**src/include/axil_xbar_config.svh**
```systemverilog
// ~~~~~~~~~~~~~~~~~~~~~~~~~~~~~~~~~~~~~~~~~~~~~~~
// Build-time sizes and address map of the AXI4-Lite
// read crossbar, included by packages and RTL
// ~~~~~~~~~~~~~~~~~~~~~~~~~~~~~~~~~~~~~~~~~~~~~~~
`ifndef AXIL_XBAR_CONFIG_SVH
`define AXIL_XBAR_CONFIG_SVH

// bus widths
`define AXIL_ADDR_WIDTH 32
`define AXIL_DATA_WIDTH 32

// port counts, arbiter needs at least two managers
`define XBAR_MST_NUM 2
`define XBAR_SLV_NUM 2

// subordinate 0 window
`define XBAR_SLV0_LOW  32'h0000_0000
`define XBAR_SLV0_HIGH 32'h0000_FFFF

// subordinate 1 window
`define XBAR_SLV1_LOW  32'h0001_0000
`define XBAR_SLV1_HIGH 32'h0001_FFFF

`endif

```
**src/logic/axil_pkg.sv**
```systemverilog
// ~~~~~~~~~~~~~~~~~~~~~~~~~~~~~~~~~~~~~~~~~~~~~~~
// AXI4-Lite read channel types, shared by the RTL
// and the testbench
// ~~~~~~~~~~~~~~~~~~~~~~~~~~~~~~~~~~~~~~~~~~~~~~~
`include "axil_xbar_config.svh"

package axil_pkg;

    typedef logic [`AXIL_ADDR_WIDTH-1:0] addr_t;
    typedef logic [`AXIL_DATA_WIDTH-1:0] data_t;
    typedef logic [2:0]                  prot_t;

    // encoding as on the bus
    typedef enum logic [1:0] {
        RESP_OKAY   = 2'b00,
        RESP_EXOKAY = 2'b01,
        RESP_SLVERR = 2'b10,
        RESP_DECERR = 2'b11
    } resp_e;

endpackage

```
**src/logic/xbar_pkg.sv**
```systemverilog
// ~~~~~~~~~~~~~~~~~~~~~~~~~~~~~~~~~~~~~~~~~~~~~~~
// Types internal to the read crossbar: FSM states,
// port selectors and the address decode result
// ~~~~~~~~~~~~~~~~~~~~~~~~~~~~~~~~~~~~~~~~~~~~~~~
`include "axil_xbar_config.svh"

package xbar_pkg;

    typedef enum logic [1:0] {
        RD_IDLE = 2'b00,
        RD_ADDR = 2'b01,
        RD_DATA = 2'b10
    } rd_state_e;

    // manager and subordinate indices
    typedef logic [$clog2(`XBAR_MST_NUM)-1:0] mst_sel_t;
    typedef logic [$clog2(`XBAR_SLV_NUM)-1:0] slv_sel_t;

    // hit low means the address is outside every window
    typedef struct packed {
        slv_sel_t slv;
        logic     hit;
    } route_t;

endpackage

```
**src/logic/rd_grant_if.sv**
```systemverilog
// ~~~~~~~~~~~~~~~~~~~~~~~~~~~~~~~~~~~~~~~~~~~~~~~
// Grant handoff from the read arbiter to the read
// transaction controller
// ~~~~~~~~~~~~~~~~~~~~~~~~~~~~~~~~~~~~~~~~~~~~~~~
`timescale 1ns/1ps

interface rd_grant_if import axil_pkg::*, xbar_pkg::*; ();

    logic     grant;
    mst_sel_t mst;
    route_t   route;
    prot_t    prot;

    // controller status back to the arbiter
    logic     idle;
    logic     done;

    modport arbiter (
        output grant, mst, route, prot,
        input  idle, done
    );

    modport ctrl (
        input  grant, mst, route, prot,
        output idle, done
    );

endinterface

```
**src/logic/rd_route_if.sv**
```systemverilog
// ~~~~~~~~~~~~~~~~~~~~~~~~~~~~~~~~~~~~~~~~~~~~~~~
// Active route from the read controller to the
// path steering, with handshake completions back
// ~~~~~~~~~~~~~~~~~~~~~~~~~~~~~~~~~~~~~~~~~~~~~~~
`timescale 1ns/1ps

interface rd_route_if import axil_pkg::*, xbar_pkg::*; ();

    rd_state_e state;
    mst_sel_t  mst;
    route_t    route;
    prot_t     prot;

    // address and data handshakes as seen by the manager
    logic      ar_fire;
    logic      r_fire;

    modport ctrl (
        output state, mst, route, prot,
        input  ar_fire, r_fire
    );

    modport steer (
        input  state, mst, route, prot,
        output ar_fire, r_fire
    );

endinterface

```
**src/logic/ar_arbiter.sv**
```systemverilog
// ~~~~~~~~~~~~~~~~~~~~~~~~~~~~~~~~~~~~~~~~~~~~~~~
// Round-robin read address arbiter with decode of
// the winning address onto the subordinate windows
// ~~~~~~~~~~~~~~~~~~~~~~~~~~~~~~~~~~~~~~~~~~~~~~~
`timescale 1ns/1ps
`include "axil_xbar_config.svh"

module ar_arbiter import axil_pkg::*, xbar_pkg::*; (
    input  logic                         clk_i,
    input  logic                         rstn_i,
    input  addr_t [`XBAR_MST_NUM-1:0]    araddr_i,
    input  prot_t [`XBAR_MST_NUM-1:0]    arprot_i,
    input  logic  [`XBAR_MST_NUM-1:0]    arvalid_i,
    rd_grant_if.arbiter                  grant_o
);

    mst_sel_t prio_q;
    mst_sel_t served_q;
    mst_sel_t winner;

    // first matching window wins
    function automatic route_t decode_addr(input addr_t addr);
        route_t rt;
        rt = '0;
        if (addr >= `XBAR_SLV0_LOW && addr <= `XBAR_SLV0_HIGH) begin
            rt.slv = slv_sel_t'(0);
            rt.hit = 1'b1;
        end else if (addr >= `XBAR_SLV1_LOW && addr <= `XBAR_SLV1_HIGH) begin
            rt.slv = slv_sel_t'(1);
            rt.hit = 1'b1;
        end
        return rt;
    endfunction

    // search from the priority pointer upwards, lowest offset wins
    always_comb begin
        mst_sel_t cand;
        winner = prio_q;
        for (int k = `XBAR_MST_NUM - 1; k >= 0; k--) begin
            cand = mst_sel_t'((int'(prio_q) + k) % `XBAR_MST_NUM);
            if (arvalid_i[cand]) begin
                winner = cand;
            end
        end
    end

    assign grant_o.grant = grant_o.idle && (|arvalid_i);
    assign grant_o.mst   = winner;
    assign grant_o.route = decode_addr(araddr_i[winner]);
    assign grant_o.prot  = arprot_i[winner];

    always_ff @(posedge clk_i or negedge rstn_i) begin
        if (!rstn_i) begin
            prio_q   <= '0;
            served_q <= '0;
        end else begin
            if (grant_o.grant) begin
                served_q <= winner;
            end
            // move past the manager that just finished
            if (grant_o.done) begin
                prio_q <= mst_sel_t'((int'(served_q) + 1) % `XBAR_MST_NUM);
            end
        end
    end

    // the controller must leave idle right after taking a grant
    a_grant_leaves_idle: assert property (
        @(posedge clk_i) disable iff (!rstn_i)
        grant_o.grant |=> !grant_o.idle
    );

endmodule

```
**src/logic/rd_txn_ctrl.sv**
```systemverilog
// ~~~~~~~~~~~~~~~~~~~~~~~~~~~~~~~~~~~~~~~~~~~~~~~
// Read transaction FSM: takes one grant at a time
// and walks it through address and data phases
// ~~~~~~~~~~~~~~~~~~~~~~~~~~~~~~~~~~~~~~~~~~~~~~~
`timescale 1ns/1ps

module rd_txn_ctrl import axil_pkg::*, xbar_pkg::*; (
    input  logic       clk_i,
    input  logic       rstn_i,
    rd_grant_if.ctrl   grant_i,
    rd_route_if.ctrl   route_o
);

    rd_state_e state_q;
    rd_state_e state_d;
    mst_sel_t  mst_q;
    route_t    route_q;
    prot_t     prot_q;

    always_comb begin
        state_d = state_q;
        case (state_q)
            RD_IDLE: begin
                if (grant_i.grant) begin
                    state_d = RD_ADDR;
                end
            end
            RD_ADDR: begin
                if (route_o.ar_fire) begin
                    state_d = RD_DATA;
                end
            end
            RD_DATA: begin
                if (route_o.r_fire) begin
                    state_d = RD_IDLE;
                end
            end
            default: state_d = RD_IDLE;
        endcase
    end

    always_ff @(posedge clk_i or negedge rstn_i) begin
        if (!rstn_i) begin
            state_q <= RD_IDLE;
        end else begin
            state_q <= state_d;
        end
    end

    // transaction context, captured with the grant
    always_ff @(posedge clk_i) begin
        if (state_q == RD_IDLE && grant_i.grant) begin
            mst_q   <= grant_i.mst;
            route_q <= grant_i.route;
            prot_q  <= grant_i.prot;
        end
    end

    assign grant_i.idle = (state_q == RD_IDLE);
    assign grant_i.done = (state_q == RD_DATA) && route_o.r_fire;

    assign route_o.state = state_q;
    assign route_o.mst   = mst_q;
    assign route_o.route = route_q;
    assign route_o.prot  = prot_q;

    // steering must only complete the phase the FSM is in
    a_ar_fire_in_addr: assert property (
        @(posedge clk_i) disable iff (!rstn_i)
        route_o.ar_fire |-> state_q == RD_ADDR
    );

    a_r_fire_in_data: assert property (
        @(posedge clk_i) disable iff (!rstn_i)
        route_o.r_fire |-> state_q == RD_DATA
    );

endmodule

```
**src/logic/rd_path_steer.sv**
```systemverilog
// ~~~~~~~~~~~~~~~~~~~~~~~~~~~~~~~~~~~~~~~~~~~~~~~
// Combinational AR/R steering between the granted
// manager and the routed subordinate, or DECERR
// ~~~~~~~~~~~~~~~~~~~~~~~~~~~~~~~~~~~~~~~~~~~~~~~
`timescale 1ns/1ps
`include "axil_xbar_config.svh"

module rd_path_steer import axil_pkg::*, xbar_pkg::*; (
    rd_route_if.steer                    route_i,
    input  addr_t [`XBAR_MST_NUM-1:0]    m_araddr_i,
    input  logic  [`XBAR_MST_NUM-1:0]    m_rready_i,
    output logic  [`XBAR_MST_NUM-1:0]    m_arready_o,
    output data_t [`XBAR_MST_NUM-1:0]    m_rdata_o,
    output resp_e [`XBAR_MST_NUM-1:0]    m_rresp_o,
    output logic  [`XBAR_MST_NUM-1:0]    m_rvalid_o,
    output addr_t [`XBAR_SLV_NUM-1:0]    s_araddr_o,
    output prot_t [`XBAR_SLV_NUM-1:0]    s_arprot_o,
    output logic  [`XBAR_SLV_NUM-1:0]    s_arvalid_o,
    output logic  [`XBAR_SLV_NUM-1:0]    s_rready_o,
    input  logic  [`XBAR_SLV_NUM-1:0]    s_arready_i,
    input  data_t [`XBAR_SLV_NUM-1:0]    s_rdata_i,
    input  resp_e [`XBAR_SLV_NUM-1:0]    s_rresp_i,
    input  logic  [`XBAR_SLV_NUM-1:0]    s_rvalid_i
);

    mst_sel_t mst;
    slv_sel_t slv;
    logic     hit;

    assign mst = route_i.mst;
    assign slv = route_i.route.slv;
    assign hit = route_i.route.hit;

    always_comb begin
        m_arready_o     = '0;
        m_rvalid_o      = '0;
        m_rdata_o       = '0;
        m_rresp_o       = {`XBAR_MST_NUM{RESP_OKAY}};
        s_araddr_o      = '0;
        s_arprot_o      = '0;
        s_arvalid_o     = '0;
        s_rready_o      = '0;
        route_i.ar_fire = 1'b0;
        route_i.r_fire  = 1'b0;

        case (route_i.state)
            RD_ADDR: begin
                if (hit) begin
                    // manager keeps arvalid up until arready
                    s_araddr_o[slv]  = m_araddr_i[mst];
                    s_arprot_o[slv]  = route_i.prot;
                    s_arvalid_o[slv] = 1'b1;
                    m_arready_o[mst] = s_arready_i[slv];
                    route_i.ar_fire  = s_arready_i[slv];
                end else begin
                    // decode miss, accept locally
                    m_arready_o[mst] = 1'b1;
                    route_i.ar_fire  = 1'b1;
                end
            end
            RD_DATA: begin
                if (hit) begin
                    s_rready_o[slv] = m_rready_i[mst];
                    m_rvalid_o[mst] = s_rvalid_i[slv];
                    m_rdata_o[mst]  = s_rdata_i[slv];
                    m_rresp_o[mst]  = s_rresp_i[slv];
                    route_i.r_fire  = s_rvalid_i[slv] && m_rready_i[mst];
                end else begin
                    m_rvalid_o[mst] = 1'b1;
                    m_rdata_o[mst]  = '0;
                    m_rresp_o[mst]  = RESP_DECERR;
                    route_i.r_fire  = m_rready_i[mst];
                end
            end
            default: ;
        endcase
    end

    // a forwarded address must lie in the window of its subordinate
    always_comb begin
        a_slv0_in_window: assert final (!s_arvalid_o[0] ||
            (s_araddr_o[0] >= `XBAR_SLV0_LOW && s_araddr_o[0] <= `XBAR_SLV0_HIGH));
        a_slv1_in_window: assert final (!s_arvalid_o[1] ||
            (s_araddr_o[1] >= `XBAR_SLV1_LOW && s_araddr_o[1] <= `XBAR_SLV1_HIGH));
    end

endmodule

```
**src/logic/axil_rd_xbar.sv**
```systemverilog
// ~~~~~~~~~~~~~~~~~~~~~~~~~~~~~~~~~~~~~~~~~~~~~~~
// AXI4-Lite read crossbar top, two managers to two
// subordinates, one read in flight at a time
// ~~~~~~~~~~~~~~~~~~~~~~~~~~~~~~~~~~~~~~~~~~~~~~~
`timescale 1ns/1ps
`include "axil_xbar_config.svh"

module axil_rd_xbar import axil_pkg::*; (
    input  logic                         clk_i,
    input  logic                         rstn_i,

    // manager side
    input  addr_t [`XBAR_MST_NUM-1:0]    m_araddr_i,
    input  prot_t [`XBAR_MST_NUM-1:0]    m_arprot_i,
    input  logic  [`XBAR_MST_NUM-1:0]    m_arvalid_i,
    input  logic  [`XBAR_MST_NUM-1:0]    m_rready_i,
    output logic  [`XBAR_MST_NUM-1:0]    m_arready_o,
    output data_t [`XBAR_MST_NUM-1:0]    m_rdata_o,
    output resp_e [`XBAR_MST_NUM-1:0]    m_rresp_o,
    output logic  [`XBAR_MST_NUM-1:0]    m_rvalid_o,

    // subordinate side
    output addr_t [`XBAR_SLV_NUM-1:0]    s_araddr_o,
    output prot_t [`XBAR_SLV_NUM-1:0]    s_arprot_o,
    output logic  [`XBAR_SLV_NUM-1:0]    s_arvalid_o,
    output logic  [`XBAR_SLV_NUM-1:0]    s_rready_o,
    input  logic  [`XBAR_SLV_NUM-1:0]    s_arready_i,
    input  data_t [`XBAR_SLV_NUM-1:0]    s_rdata_i,
    input  resp_e [`XBAR_SLV_NUM-1:0]    s_rresp_i,
    input  logic  [`XBAR_SLV_NUM-1:0]    s_rvalid_i
);

    rd_grant_if i_rd_grant_if ();
    rd_route_if i_rd_route_if ();

    ar_arbiter i_ar_arbiter (
        .clk_i     (clk_i),
        .rstn_i    (rstn_i),
        .araddr_i  (m_araddr_i),
        .arprot_i  (m_arprot_i),
        .arvalid_i (m_arvalid_i),
        .grant_o   (i_rd_grant_if.arbiter)
    );

    rd_txn_ctrl i_rd_txn_ctrl (
        .clk_i   (clk_i),
        .rstn_i  (rstn_i),
        .grant_i (i_rd_grant_if.ctrl),
        .route_o (i_rd_route_if.ctrl)
    );

    rd_path_steer i_rd_path_steer (
        .route_i     (i_rd_route_if.steer),
        .m_araddr_i  (m_araddr_i),
        .m_rready_i  (m_rready_i),
        .m_arready_o (m_arready_o),
        .m_rdata_o   (m_rdata_o),
        .m_rresp_o   (m_rresp_o),
        .m_rvalid_o  (m_rvalid_o),
        .s_araddr_o  (s_araddr_o),
        .s_arprot_o  (s_arprot_o),
        .s_arvalid_o (s_arvalid_o),
        .s_rready_o  (s_rready_o),
        .s_arready_i (s_arready_i),
        .s_rdata_i   (s_rdata_i),
        .s_rresp_i   (s_rresp_i),
        .s_rvalid_i  (s_rvalid_i)
    );

endmodule

```
**config.mk**
```make
export PLATFORM = sky130hd
export DESIGN_NAME = axil_rd_xbar
export DESIGN_NICKNAME = d
export VERILOG_FILES = /design/src/logic/axil_pkg.sv /design/src/logic/xbar_pkg.sv /design/src/logic/rd_grant_if.sv /design/src/logic/rd_route_if.sv /design/src/logic/ar_arbiter.sv /design/src/logic/rd_txn_ctrl.sv /design/src/logic/rd_path_steer.sv /design/src/logic/axil_rd_xbar.sv
export VERILOG_INCLUDE_DIRS = /design/src /design/src/include
export SDC_FILE = /design/constraint.sdc
export NUM_CORES = 1
export LEC_CHECK = 0
export BUFFER_PORTS_ARGS = -buffer_cell sky130_fd_sc_hd__buf_2
export CELL_PAD_IN_SITES_DETAIL_PLACEMENT = 1
export CELL_PAD_IN_SITES_GLOBAL_PLACEMENT = 2
export CORE_MARGIN = 3
export CORE_UTILIZATION = 13
export CTS_BUF_LIST = sky130_fd_sc_hd__clkbuf_2 sky130_fd_sc_hd__clkbuf_4 sky130_fd_sc_hd__clkbuf_8
export CTS_CLUSTER_DIAMETER = 50
export CTS_CLUSTER_SIZE = 30
export DETAILED_ROUTE_END_ITERATION = 10
export PLACE_DENSITY_LB_ADDON = 0.1
export SETUP_SLACK_MARGIN = 0.3
export SLEW_MARGIN = 10
export SYNTH_ARGS = -nofsm -noshare
export SYNTH_HDL_FRONTEND = slang
export SYNTH_SLANG_ARGS = --single-unit
```
**constraint.sdc**
```tcl
create_clock -name clk_i -period 2.4 [get_ports clk_i]
set_input_delay 0.36 -clock clk_i [delete_from_list [all_inputs] [get_ports clk_i]]
set_output_delay 0.36 -clock clk_i [all_outputs]
set_load 0.1 [all_outputs]
```
==> results of run 1 <==
==> worst max path at each step <==
stage	endpoint	start	depth (start not counted)
3_3_place_gp	m_rvalid_o[0]	i_rd_txn_ctrl.route_o.route[1]	5
6_report	s_araddr_o[6]	i_rd_txn_ctrl.route_o.mst	4
2_1_floorplan	m_rresp_o[2]	i_rd_txn_ctrl.route_o.mst	4
4_1_cts	m_rdata_o[5]	i_rd_txn_ctrl.route_o.state[0]	5
5_1_grt	s_araddr_o[6]	i_rd_txn_ctrl.route_o.mst	4
3_5_place_dp	m_rvalid_o[0]	i_rd_txn_ctrl.route_o.route[1]	5
==> metrics by stage <==
stage          total power, µW  TNS (ns)
2_1_floorplan             3210    -17.44
3_3_place_gp              4590         0
3_5_place_dp              4610         0
4_1_cts                   4950         0
5_1_grt                   5430         0
6_report                  5220         0
==> worst reg2reg max path: stages (launching register included) <==
cell and delay, ns:
edfxtp_1 0.44, buf_12 0.20, mux2i_1 0.16, a211oi_1 0.35, mux2i_1 0.22
==> cells by family after synthesis <==
family,after synthesis,share of synthesized area
flip-flops,10,0.138
AO/OA/AOI/OAI,15,0.0541
multiplexers,74,0.365
AND/OR/NAND/NOR,169,0.347
buffers and inverters,32,0.0958
==> layout make-up <==
cell class / count / area (µm²) / share of cell area
multi-input cells: 258 / 2290 / 0.340
flip-flops and latches: 10 / 283 / 0.0420
repair buffers: 309 / 3800 / 0.566
clock buffers: 4 / 48.8 / 0.00726
diodes: 1 / 2.50 / 0.000372
well taps: 211 / 264 / 0.0393
inverters: 9 / 33.8 / 0.00502
==> power by group through the flow <==
stage | clock network (µW) | logic, µW | registers [µW]
2_1_floorplan | 0 | 2900 | 311
3_3_place_gp | 0 | 4260 | 327
3_5_place_dp | 0 | 4280 | 330
4_1_cts | 192 | 4430 | 327
5_1_grt | 199 | 4890 | 344
6_report | 190 | 4700 | 330
==> layer usage <==
layer,wire length (µm),vias to the layer above,global-route usage
li1,-,1590,-
met1,4690,1547,0.154
met2,8230,159,0.309
met3,1190,10,0.0479
met4,157,0,0.0222
met5,0,-,0
==> state kept, by name (all words and copies together), names as in the netlist <==
signal,flops
i_ar_arbiter.served_q,1
i_rd_txn_ctrl.route_o.route,2
i_rd_txn_ctrl.route_o.mst,1
i_ar_arbiter.prio_q,1
i_rd_txn_ctrl.route_o.state,2
i_rd_txn_ctrl.route_o.prot,3
==> what timing repair did <==
item	4_1_cts	5_1_grt
gates cloned	2	2
setup buffers	1	1
gates resized for setup	25	134
endpoints found under the hold margin	4	0
hold buffers	1	0
endpoints found under the setup margin	102	115
==> placed cells by master (no fill, tap or decap), types with 3 or more instances in the layout <==
cell | synthesis | final
buf_2 | 12 | 149
buf_12 | 0 | 143
nor2_2 | 2 | 63
nor2_4 | 0 | 50
mux2i_1 | 71 | 46
nor2_1 | 137 | 26
mux2i_2 | 0 | 15
mux2i_4 | 0 | 10
inv_1 | 9 | 9
buf_4 | 6 | 9
nor4_1 | 6 | 6
edfxtp_1 | 6 | 6
nand2b_1 | 5 | 5
nand2_1 | 4 | 4
a21oi_1 | 4 | 4
mux2_2 | 3 | 3
nor3_1 | 4 | 3
clkbuf_8 | 0 | 3
clkbuf_4 | 0 | 3
==> results.yml, run 1 <==
synthesis:
  synthFlopType: "edfxtp_1"
  yosysTopAreaCellShare: 0.349
  seq_area_frac_synth: 0.138
  synth_cell_types: 31
  synthArstFlopShare: 0.400
  synth.top_cells.by_count: "nor2_1, mux2i_1, buf_2, inv_1"
  synth_area_um2: 2040
  synth.most_common_cell: "nor2_1"
  avgSynthCellArea_um2: 6.79
  synth_edf_count: 6
  synthesis.nets: 448
  synthTopCellsByArea: "mux2i_1, nor2_1, edfxtp_1"
  yosys_warnings: 0
  yosysTopAreaCell: "mux2i_1"
  synth-seq-cells: 10
  syn_inst: 300
global_route:
  overflow: 0
  grt_pass1_wl_mm: 21.2
  antenna_found_initial: 1
  grt.total_usage: 0.153
  grt_max_degree: 37
  first_global_vias: 3519
routing:
  vias: 3306
  vias_per_cell: 4.12
  first_iter_violations: 58
  route.detailed.drc: 0
  first_pass_iters: 4
  wl_per_cell_um: 17.8
  antenna_left: 0
  finalWirelength_mm: 14.3
clock_network:
  cts-root-buf: "clkbuf_8"
  worstSkewPairLatency_ns: 0.23
  tritoncts: "yes"
  cts_buffers: 3
  htreeDepth: 1
  cts_max_path_buffers: 2
  cts_sinks: 10
  cts.reportedPaths.clkPinSlew_ns: 0.05
timing:
  finalSetupViolCount: 0
  setup_ws_ns: 0.337
  tightest_slew_ns: 0.561
  relSlewSlack: 0.615
  finalHoldViolations: 0
  min_period_over_period: 0.860
  hold_ws_ns: 0.371
  grt_setup_unrepaired: "true"
  finClkSkew_ns: 0.00216
  fmax_ghz: 0.485
  final-max-slew-violation-count: 0
  finalCriticalPeriod_ns: 2.06
cells_and_area:
  layout-drive-gt1-share: 0.783
  n_fill_cell: 1685
  stdcell_count: 802
  finish.instance_area_um2: 6730
  syn_to_final_growth_pct: 230
  nets: 739
  postLayoutCoreUtil: 0.441
run:
  maxCapViolCount: 0
worst_hold_path:
  hold_end: "i_ar_arbiter.served_q"
  hold_class: "primary input to register"
  whs_path_depth: 2
  min_from: "m_arvalid_i[0]"
power:
  power.internal_uw: 1990
  power.switching_uw: 3220
  swShare: 0.618
  comb_power_share: 0.900
  worst_ir_drop_vdd_mv: 0.317
  p_per_area_nw_per_um2: 776
  seqPwrFrac: 0.063
  clockPowerShare: 0.036
  power_leakage_uw: 0.00279
placed_design:
  pre_cts_ws_ns: 0.409
  placed_cells: 790
  gp_congestion: 0.789
  hpwl_mm: 11.6
  place_area_um2: 6000
  io_buffers: 293
worst_setup_path:
  max_stage_delay_ns: 0.47
  r2r-end: "i_ar_arbiter.prio_q"
  endpoint_kind: "primary output"
  path_class: "register to primary output"
  cp.required_ns: 2.04
  ff2ff_setup_slack_ns: 0.97
  cp_top_family: "buffers and inverters"
  worst_path_max_delay_cell: "mux2i_1"
  crit_buf_inv: 2
  cp.arrival_ns: 1.70
  crit_path_cell_trace: "buf_4 -> mux2i_1 -> nor2_4 -> buf_12"
  cp_max_fo: 14
  critPathLaunchType: "register"
  reg2regPathDepth: 4
  r2r_start: "i_rd_txn_ctrl.route_o.route[1]"
floorplanning:
  die_width_um: 131
  die_area_um2: 17200
  row_count: 45
  fp.coreArea_um2: 15300
  die_h_um: 131
  start_util: 0.133
  ios: 294
status:
  status: "complete, no violations"
Power figures use the tool's default switching activity.
==> run 2: changes to the inputs <==
--- a/config.mk
+++ b/config.mk
@@ -10,7 +10,7 @@
 export CELL_PAD_IN_SITES_DETAIL_PLACEMENT = 1
 export CELL_PAD_IN_SITES_GLOBAL_PLACEMENT = 2
 export CORE_MARGIN = 3
-export CORE_UTILIZATION = 13
+export CORE_UTILIZATION = 14
 export CTS_BUF_LIST = sky130_fd_sc_hd__clkbuf_2 sky130_fd_sc_hd__clkbuf_4 sky130_fd_sc_hd__clkbuf_8
 export CTS_CLUSTER_DIAMETER = 50
 export CTS_CLUSTER_SIZE = 30
@@ -20,4 +20,5 @@
 export SLEW_MARGIN = 10
 export SYNTH_ARGS = -nofsm -noshare
 export SYNTH_HDL_FRONTEND = slang
+export SYNTH_HIERARCHICAL = 1
 export SYNTH_SLANG_ARGS = --single-unit
==> run 2 against run 1 <==
Power grew 5.4%; sequential power grew 8.2%; design area grew 5.2%; fmax shrank 2.6%; critical path type unchanged.
==> results.yml, run 2 <==
status:
  status: "complete, no violations"
routing:
  route.detailed.drc: 0
  vias: 3371
  first_pass_iters: 4
  wl_per_cell_um: 18.7
  first_iter_violations: 49
  finalWirelength_mm: 14.6
  antenna_left: 0
  vias_per_cell: 4.33
placed_design:
  gp_congestion: 0.799
  hpwl_mm: 12.1
  place_area_um2: 6450
  io_buffers: 293
synthesis:
  yosys_warnings: 6
  synth_compound_area_frac: 0.0627
  avgSynthCellArea_um2: 6.78
  synth.most_common_cell: "nor2_1"
  synth_xor_area_frac: 0
  synth_area_um2: 2050
  seq_area_frac_synth: 0.136
  yosysTopAreaCell: "mux2i_1"
  syn_inst: 303
  synthMuxAreaShare: 0.357
  synthAdderAreaFrac: 0
  synth.top_cells.by_count: "nor2_1, mux2i_1, buf_2, a21oi_1, inv_1"
  synth-seq-cells: 10
  synth_edf_count: 6
  synth_simple_gate_area_share: 0.354
  synthArstFlopShare: 0.400
  synthesis.nets: 451
  synthTopCellsByArea: "mux2i_1, nor2_1, edfxtp_1"
  synth_top_family_by_area: "multiplexers"
  yosysTopAreaCellShare: 0.341
  synth_cell_types: 32
  synthFlopType: "edfxtp_1"
timing:
  finalSetupViolCount: 0
  tightest_slew_ns: 0.501
  final-max-slew-violation-count: 0
  grt_setup_unrepaired: "true"
  relSlewSlack: 0.656
  fin_tns_setup_ns: 0
  hold_ws_ns: 0.404
  finClkSkew_ns: 0.00524
  fmax_ghz: 0.472
  finalHoldViolations: 0
  finalCriticalPeriod_ns: 2.12
  min_period_over_period: 0.883
power:
  comb_power_share: 0.900
  power.switching_uw: 3310
  swShare: 0.601
  power_leakage_uw: 0.00282
  clockPowerShare: 0.035
  p_per_area_nw_per_um2: 778
  power.internal_uw: 2190
  power_uw: 5500
  seqPwrFrac: 0.065
  worst_ir_drop_vdd_mv: 0.513
clock_network:
  htreeDepth: 1
  cts_sinks: 10
  cts.reportedPaths.clkPinSlew_ns: 0.05
  cts_buffers: 3
  cts-root-buf: "clkbuf_8"
  worstSkewPairLatency_ns: 0.24
  tritoncts: "yes"
  cts_max_path_buffers: 2
worst_setup_path:
  cp_max_fo: 32
  path_class: "register to primary output"
  endpoint_kind: "primary output"
  critPathLaunchType: "register"
  cp.arrival_ns: 1.76
  crit_path_cell_trace: "buf_12 -> nand4bb_4 -> buf_12 -> nor2_2 -> buf_12"
  max_stage_delay_ns: 0.46
  crit_top_cell: "buf_12"
  reg2regPathDepth: 8
  cp.required_ns: 2.04
  worst_path_max_delay_cell: "edfxtp_1"
floorplanning:
  row_count: 43
  fp.coreArea_um2: 14100
  die_area_um2: 16200
  start_util: 0.146
  die_width_um: 127
  ios: 294
  die_h_um: 127
worst_hold_path:
  whs_path_depth: 3
  hold_class: "primary input to register"
cells_and_area:
  layout-drive-gt1-share: 0.818
  largest_reg_flops: 3
  syn_to_final_growth_pct: 244
  multi_input_area_um2: 2590
  n_fill_cell: 1554
  final_common_cell: "buf_2"
  seqCellArea_um2: 283
  finish.instance_area_um2: 7070
  final_cell_mix: "buf_2, buf_12, nor2_4, nor2_2, mux2i_1"
  num_antenna_cells: 0
  nets: 748
  postLayoutCoreUtil: 0.502
global_route:
  grt_pass1_wl_mm: 20.9
  first_global_vias: 3655
  overflow: 0
  grt.total_usage: 0.163
  grt_max_degree: 33
  antenna_found_initial: 0
run:
  maxCapViolCount: 0
==> run 2: worst paths after layout <==
check / slack [ns] / endpoint / from
max in group asynchronous: 1.81 / i_rd_txn_ctrl/route_o.state[1] / rstn_i
setup / recovery: 0.28 / m_rdata_o[30] / i_rd_txn_ctrl/route_o.mst
setup reg to reg: 0.55 / i_ar_arbiter/prio_q / i_rd_txn_ctrl/route_o.route[1]
hold / removal: 0.40 / i_ar_arbiter/served_q / m_arvalid_i[1]
min in group asynchronous: 0.46 / i_ar_arbiter/served_q / rstn_i
hold reg to reg: 0.47 / i_ar_arbiter/prio_q / i_ar_arbiter/served_q
==> run 2: worst max-delay path, delay by kind of cell, from the launching register on <==
kind	cells	cell delay, ns
AND/OR/NAND/NOR	2	0.38
flip-flops	1	0.46
buffers and inverters	3	0.61
==> run 2: cells by family after synthesis <==
| family | count (synthesis) |
|---|---|
| AO/OA/AOI/OAI | 19 |
| AND/OR/NAND/NOR | 167 |
| flip-flops | 10 |
| buffers and inverters | 34 |
| multiplexers | 73 |
==> run 2: power by group through the flow <==
stage | logic (µW) | registers [µW] | clock network (µW)
after global placement | 4410 | 377 | 0
final | 4950 | 357 | 193
after CTS | 4690 | 356 | 199
after floorplan | 3050 | 324 | 0
after global routing | 5140 | 374 | 213
after detailed placement | 4450 | 384 | 0
==> run 2: final cells by class <==
class,instances,area share
clock buffer,4,0.00690
sequential,10,0.0400
inverter,10,0.00531
timing repair buffer,316,0.550
tap,180,0.0318
multi-input combinational,259,0.366
==> run 2: metrics by stage <==
stage	worst slack, ns	std cells
floorplan	-0.278	303
global placement	0.293	763
detailed placement	0.255	763
CTS	0.245	777
global route	0.219	779
finish	0.282	779
==> run 2: timing repair <==
item,in CTS,in global routing
cloned,1,1
endpoints found under the hold margin,4,0
endpoints found under the setup margin,137,94
pin swaps,0,1
hold buffers,1,0
resized for setup,41,78
buffers inserted,8,1
==> run 2: per-layer routing <==
layer  vias to the layer above  part of all wire  global-route usage
li1                       1618                 -                   -
met1                      1614              0.34               0.175
met3                        12             0.050              0.0226
met2                       127              0.60               0.336
met4                         0             0.015              0.0290
met5                         -                 0                   0
==> run 3: changes to the inputs <==
--- a/config.mk
+++ b/config.mk
@@ -7,15 +7,13 @@
 export NUM_CORES = 1
 export LEC_CHECK = 0
 export BUFFER_PORTS_ARGS = -buffer_cell sky130_fd_sc_hd__buf_2
-export CELL_PAD_IN_SITES_DETAIL_PLACEMENT = 1
-export CELL_PAD_IN_SITES_GLOBAL_PLACEMENT = 2
-export CORE_MARGIN = 3
-export CORE_UTILIZATION = 14
+export CORE_AREA = 3 3 112 114
 export CTS_BUF_LIST = sky130_fd_sc_hd__clkbuf_2 sky130_fd_sc_hd__clkbuf_4 sky130_fd_sc_hd__clkbuf_8
 export CTS_CLUSTER_DIAMETER = 50
 export CTS_CLUSTER_SIZE = 30
 export DETAILED_ROUTE_END_ITERATION = 10
-export PLACE_DENSITY_LB_ADDON = 0.1
+export DIE_AREA = 0 0 115 117
+export GPL_TIMING_DRIVEN = 0
 export SETUP_SLACK_MARGIN = 0.3
 export SLEW_MARGIN = 10
 export SYNTH_ARGS = -nofsm -noshare
==> run 3 against run 2 <==
Sequential power decreased by 2%; worst hold slack lost 0.0075 ns; routed wire length down 5.5%; core utilization is 1.8 points higher; combinational power down 6.3%; largest power group unchanged.
==> results.yml, run 3 (synthesized netlist as in run 2, its figures left out) <==
cells_and_area:
  syn_to_final_growth_pct: 191
  postLayoutCoreUtil: 0.520
  nets: 762
  largest_reg_flops: 3
  final_cell_mix: "buf_2, buf_6, nor2_4, buf_4, nor2_1"
  multi_input_area_um2: 2700
  layout-drive-gt1-share: 0.809
  seqCellArea_um2: 283
  final_common_cell: "buf_2"
  finish.instance_area_um2: 5990
  n_fill_cell: 1022
  num_antenna_cells: 0
power:
  worst_ir_drop_vdd_mv: 0.514
  p_per_area_nw_per_um2: 868
  power_leakage_uw: 0.00260
worst_setup_path:
  reg2regPathDepth: 8
  r2r-end: "i_ar_arbiter/prio_q"
  endpoint_kind: "primary output"
  cp.required_ns: 2.04
  cp.arrival_ns: 1.72
  ff2ff_setup_slack_ns: 0.63
  cp_max_fo: 10
  path_class: "register to primary output"
  critPathLaunchType: "register"
  r2r_start: "i_rd_txn_ctrl/route_o.route[1]"
placed_design:
  place_area_um2: 4310
  gp_congestion: 0.914
  pre_cts_ws_ns: 0.112
  io_buffers: 293
  hpwl_mm: 10.3
timing:
  setup_ws_ns: 0.319
  finalHoldViolations: 0
  min_period_over_period: 0.867
  finalSetupViolCount: 0
  relSlewSlack: 0.654
  tightest_slew_ns: 0.505
  fmax_ghz: 0.481
  grt_setup_unrepaired: "true"
  finClkSkew_ns: 0.00293
  finalCriticalPeriod_ns: 2.08
  final-max-slew-violation-count: 0
routing:
  vias_per_cell: 4.62
  route.detailed.drc: 0
  wl_per_cell_um: 18.2
  finalWirelength_mm: 13.8
  antenna_left: 0
  vias: 3490
  first_pass_iters: 4
  first_iter_violations: 85
global_route:
  first_global_vias: 3537
  grt.total_usage: 0.168
  antenna_found_initial: 0
  grt_max_degree: 13
  overflow: 0
  grt_pass1_wl_mm: 18.1
clock_network:
  cts_max_path_buffers: 2
  cts-root-buf: "clkbuf_8"
  tritoncts: "yes"
  cts_sinks: 10
  worstSkewPairLatency_ns: 0.23
  cts.reportedPaths.clkPinSlew_ns: 0.05
  htreeDepth: 1
  cts_buffers: 3
floorplanning:
  start_util: 0.178
  ios: 294
  row_count: 39
  die_area_um2: 13500
  die_width_um: 115
  fp.coreArea_um2: 11500
  die_h_um: 117
worst_hold_path:
  hold_end: "i_ar_arbiter/served_q"
  hold_class: "primary input to register"
  min_from: "m_arvalid_i[1]"
  whs_path_depth: 3
run:
  maxCapViolCount: 0
status:
  status: "complete, no violations"
## run 3: cell types whose count changed in the layout (fill, tap and decap cells not counted), moves of 15 or more
cell / previous run / this run
buf_12: 144 / 17
buf_4: 14 / 53
buf_6: 3 / 91
nor2_2: 41 / 22
mux2i_4: 12 / 27
nor2_1: 25 / 41
## run 3: worst max-delay path: stages, from the launching register on
cell and delay [ns]:
edfxtp_1 0.34, buf_6 0.14, buf_4 0.26, mux2i_1 0.46, nor2_2 0.08, buf_6 0.20
## run 3: what timing repair did
action	4_1_cts	5_1_grt
hold buffers	1	0
resized for setup	238	182
endpoints found under the hold margin	4	0
gates cloned	1	1
setup buffers	5	5
setup endpoints to repair	142	138
pin swaps	1	5
## run 3: through the flow
| step | std cells | setup TNS [ns] | hold WS, ns | total power [µW] |
|---|---|---|---|---|
| 6_report | 756 | 0 | 0.397 | 5200 |
| 4_1_cts | 750 | 0 | 0.388 | 4720 |
| 3_5_place_dp | 739 | 0 | 0.174 | 3990 |
| 5_1_grt | 756 | 0 | 0.432 | 5400 |
| 2_1_floorplan | 303 | -13.33 | 0.0644 | 3380 |
| 3_3_place_gp | 739 | 0 | 0.168 | 3950 |
## run 3: worst max-delay path by stage
stage,cells after the start,startpoint,slack (ns),end
floorplan,4,i_rd_txn_ctrl/route_o.mst,-0.28,m_rresp_o[2]
global placement,4,i_rd_txn_ctrl/route_o.state[0],0.09,m_rdata_o[61]
detailed placement,4,i_rd_txn_ctrl/route_o.state[0],0.11,m_rdata_o[33]
CTS,5,i_rd_txn_ctrl/route_o.mst,0.20,s_araddr_o[42]
global route,5,i_rd_txn_ctrl/route_o.route[1],0.24,m_rdata_o[43]
finish,5,i_rd_txn_ctrl/route_o.route[1],0.32,m_rdata_o[43]
## run 3: layout make-up
| type | instances | share of cell area |
|---|---|---|
| Sequential cell | 10 | 0.0472 |
| Tap cell | 143 | 0.0299 |
| Multi-Input combinational cell | 259 | 0.451 |
| Timing Repair Buffer | 306 | 0.409 |
| Inverter | 10 | 0.00627 |
| Buffer | 24 | 0.0476 |
| Clock buffer | 4 | 0.00920 |
## run 3: report_power, final
group	internal, µW	leakage, µW	total, µW	switching (µW)
sequential	267	0.000103	349	81.4
combinational	1520	0.00246	4640	3120
clock	144	0.0000288	211	66.5
## run 3: metal layers
layer  routed length [µm]  vias to the layer above  global-route usage  share of wire
met5                    0                        -                   0              0
met3                  989                       14              0.0334          0.072
met2                 7870                      164               0.338           0.57
met1                 4790                     1660               0.185           0.35
li1                     -                     1652                   -              -
met4                  132                        0              0.0172         0.0096
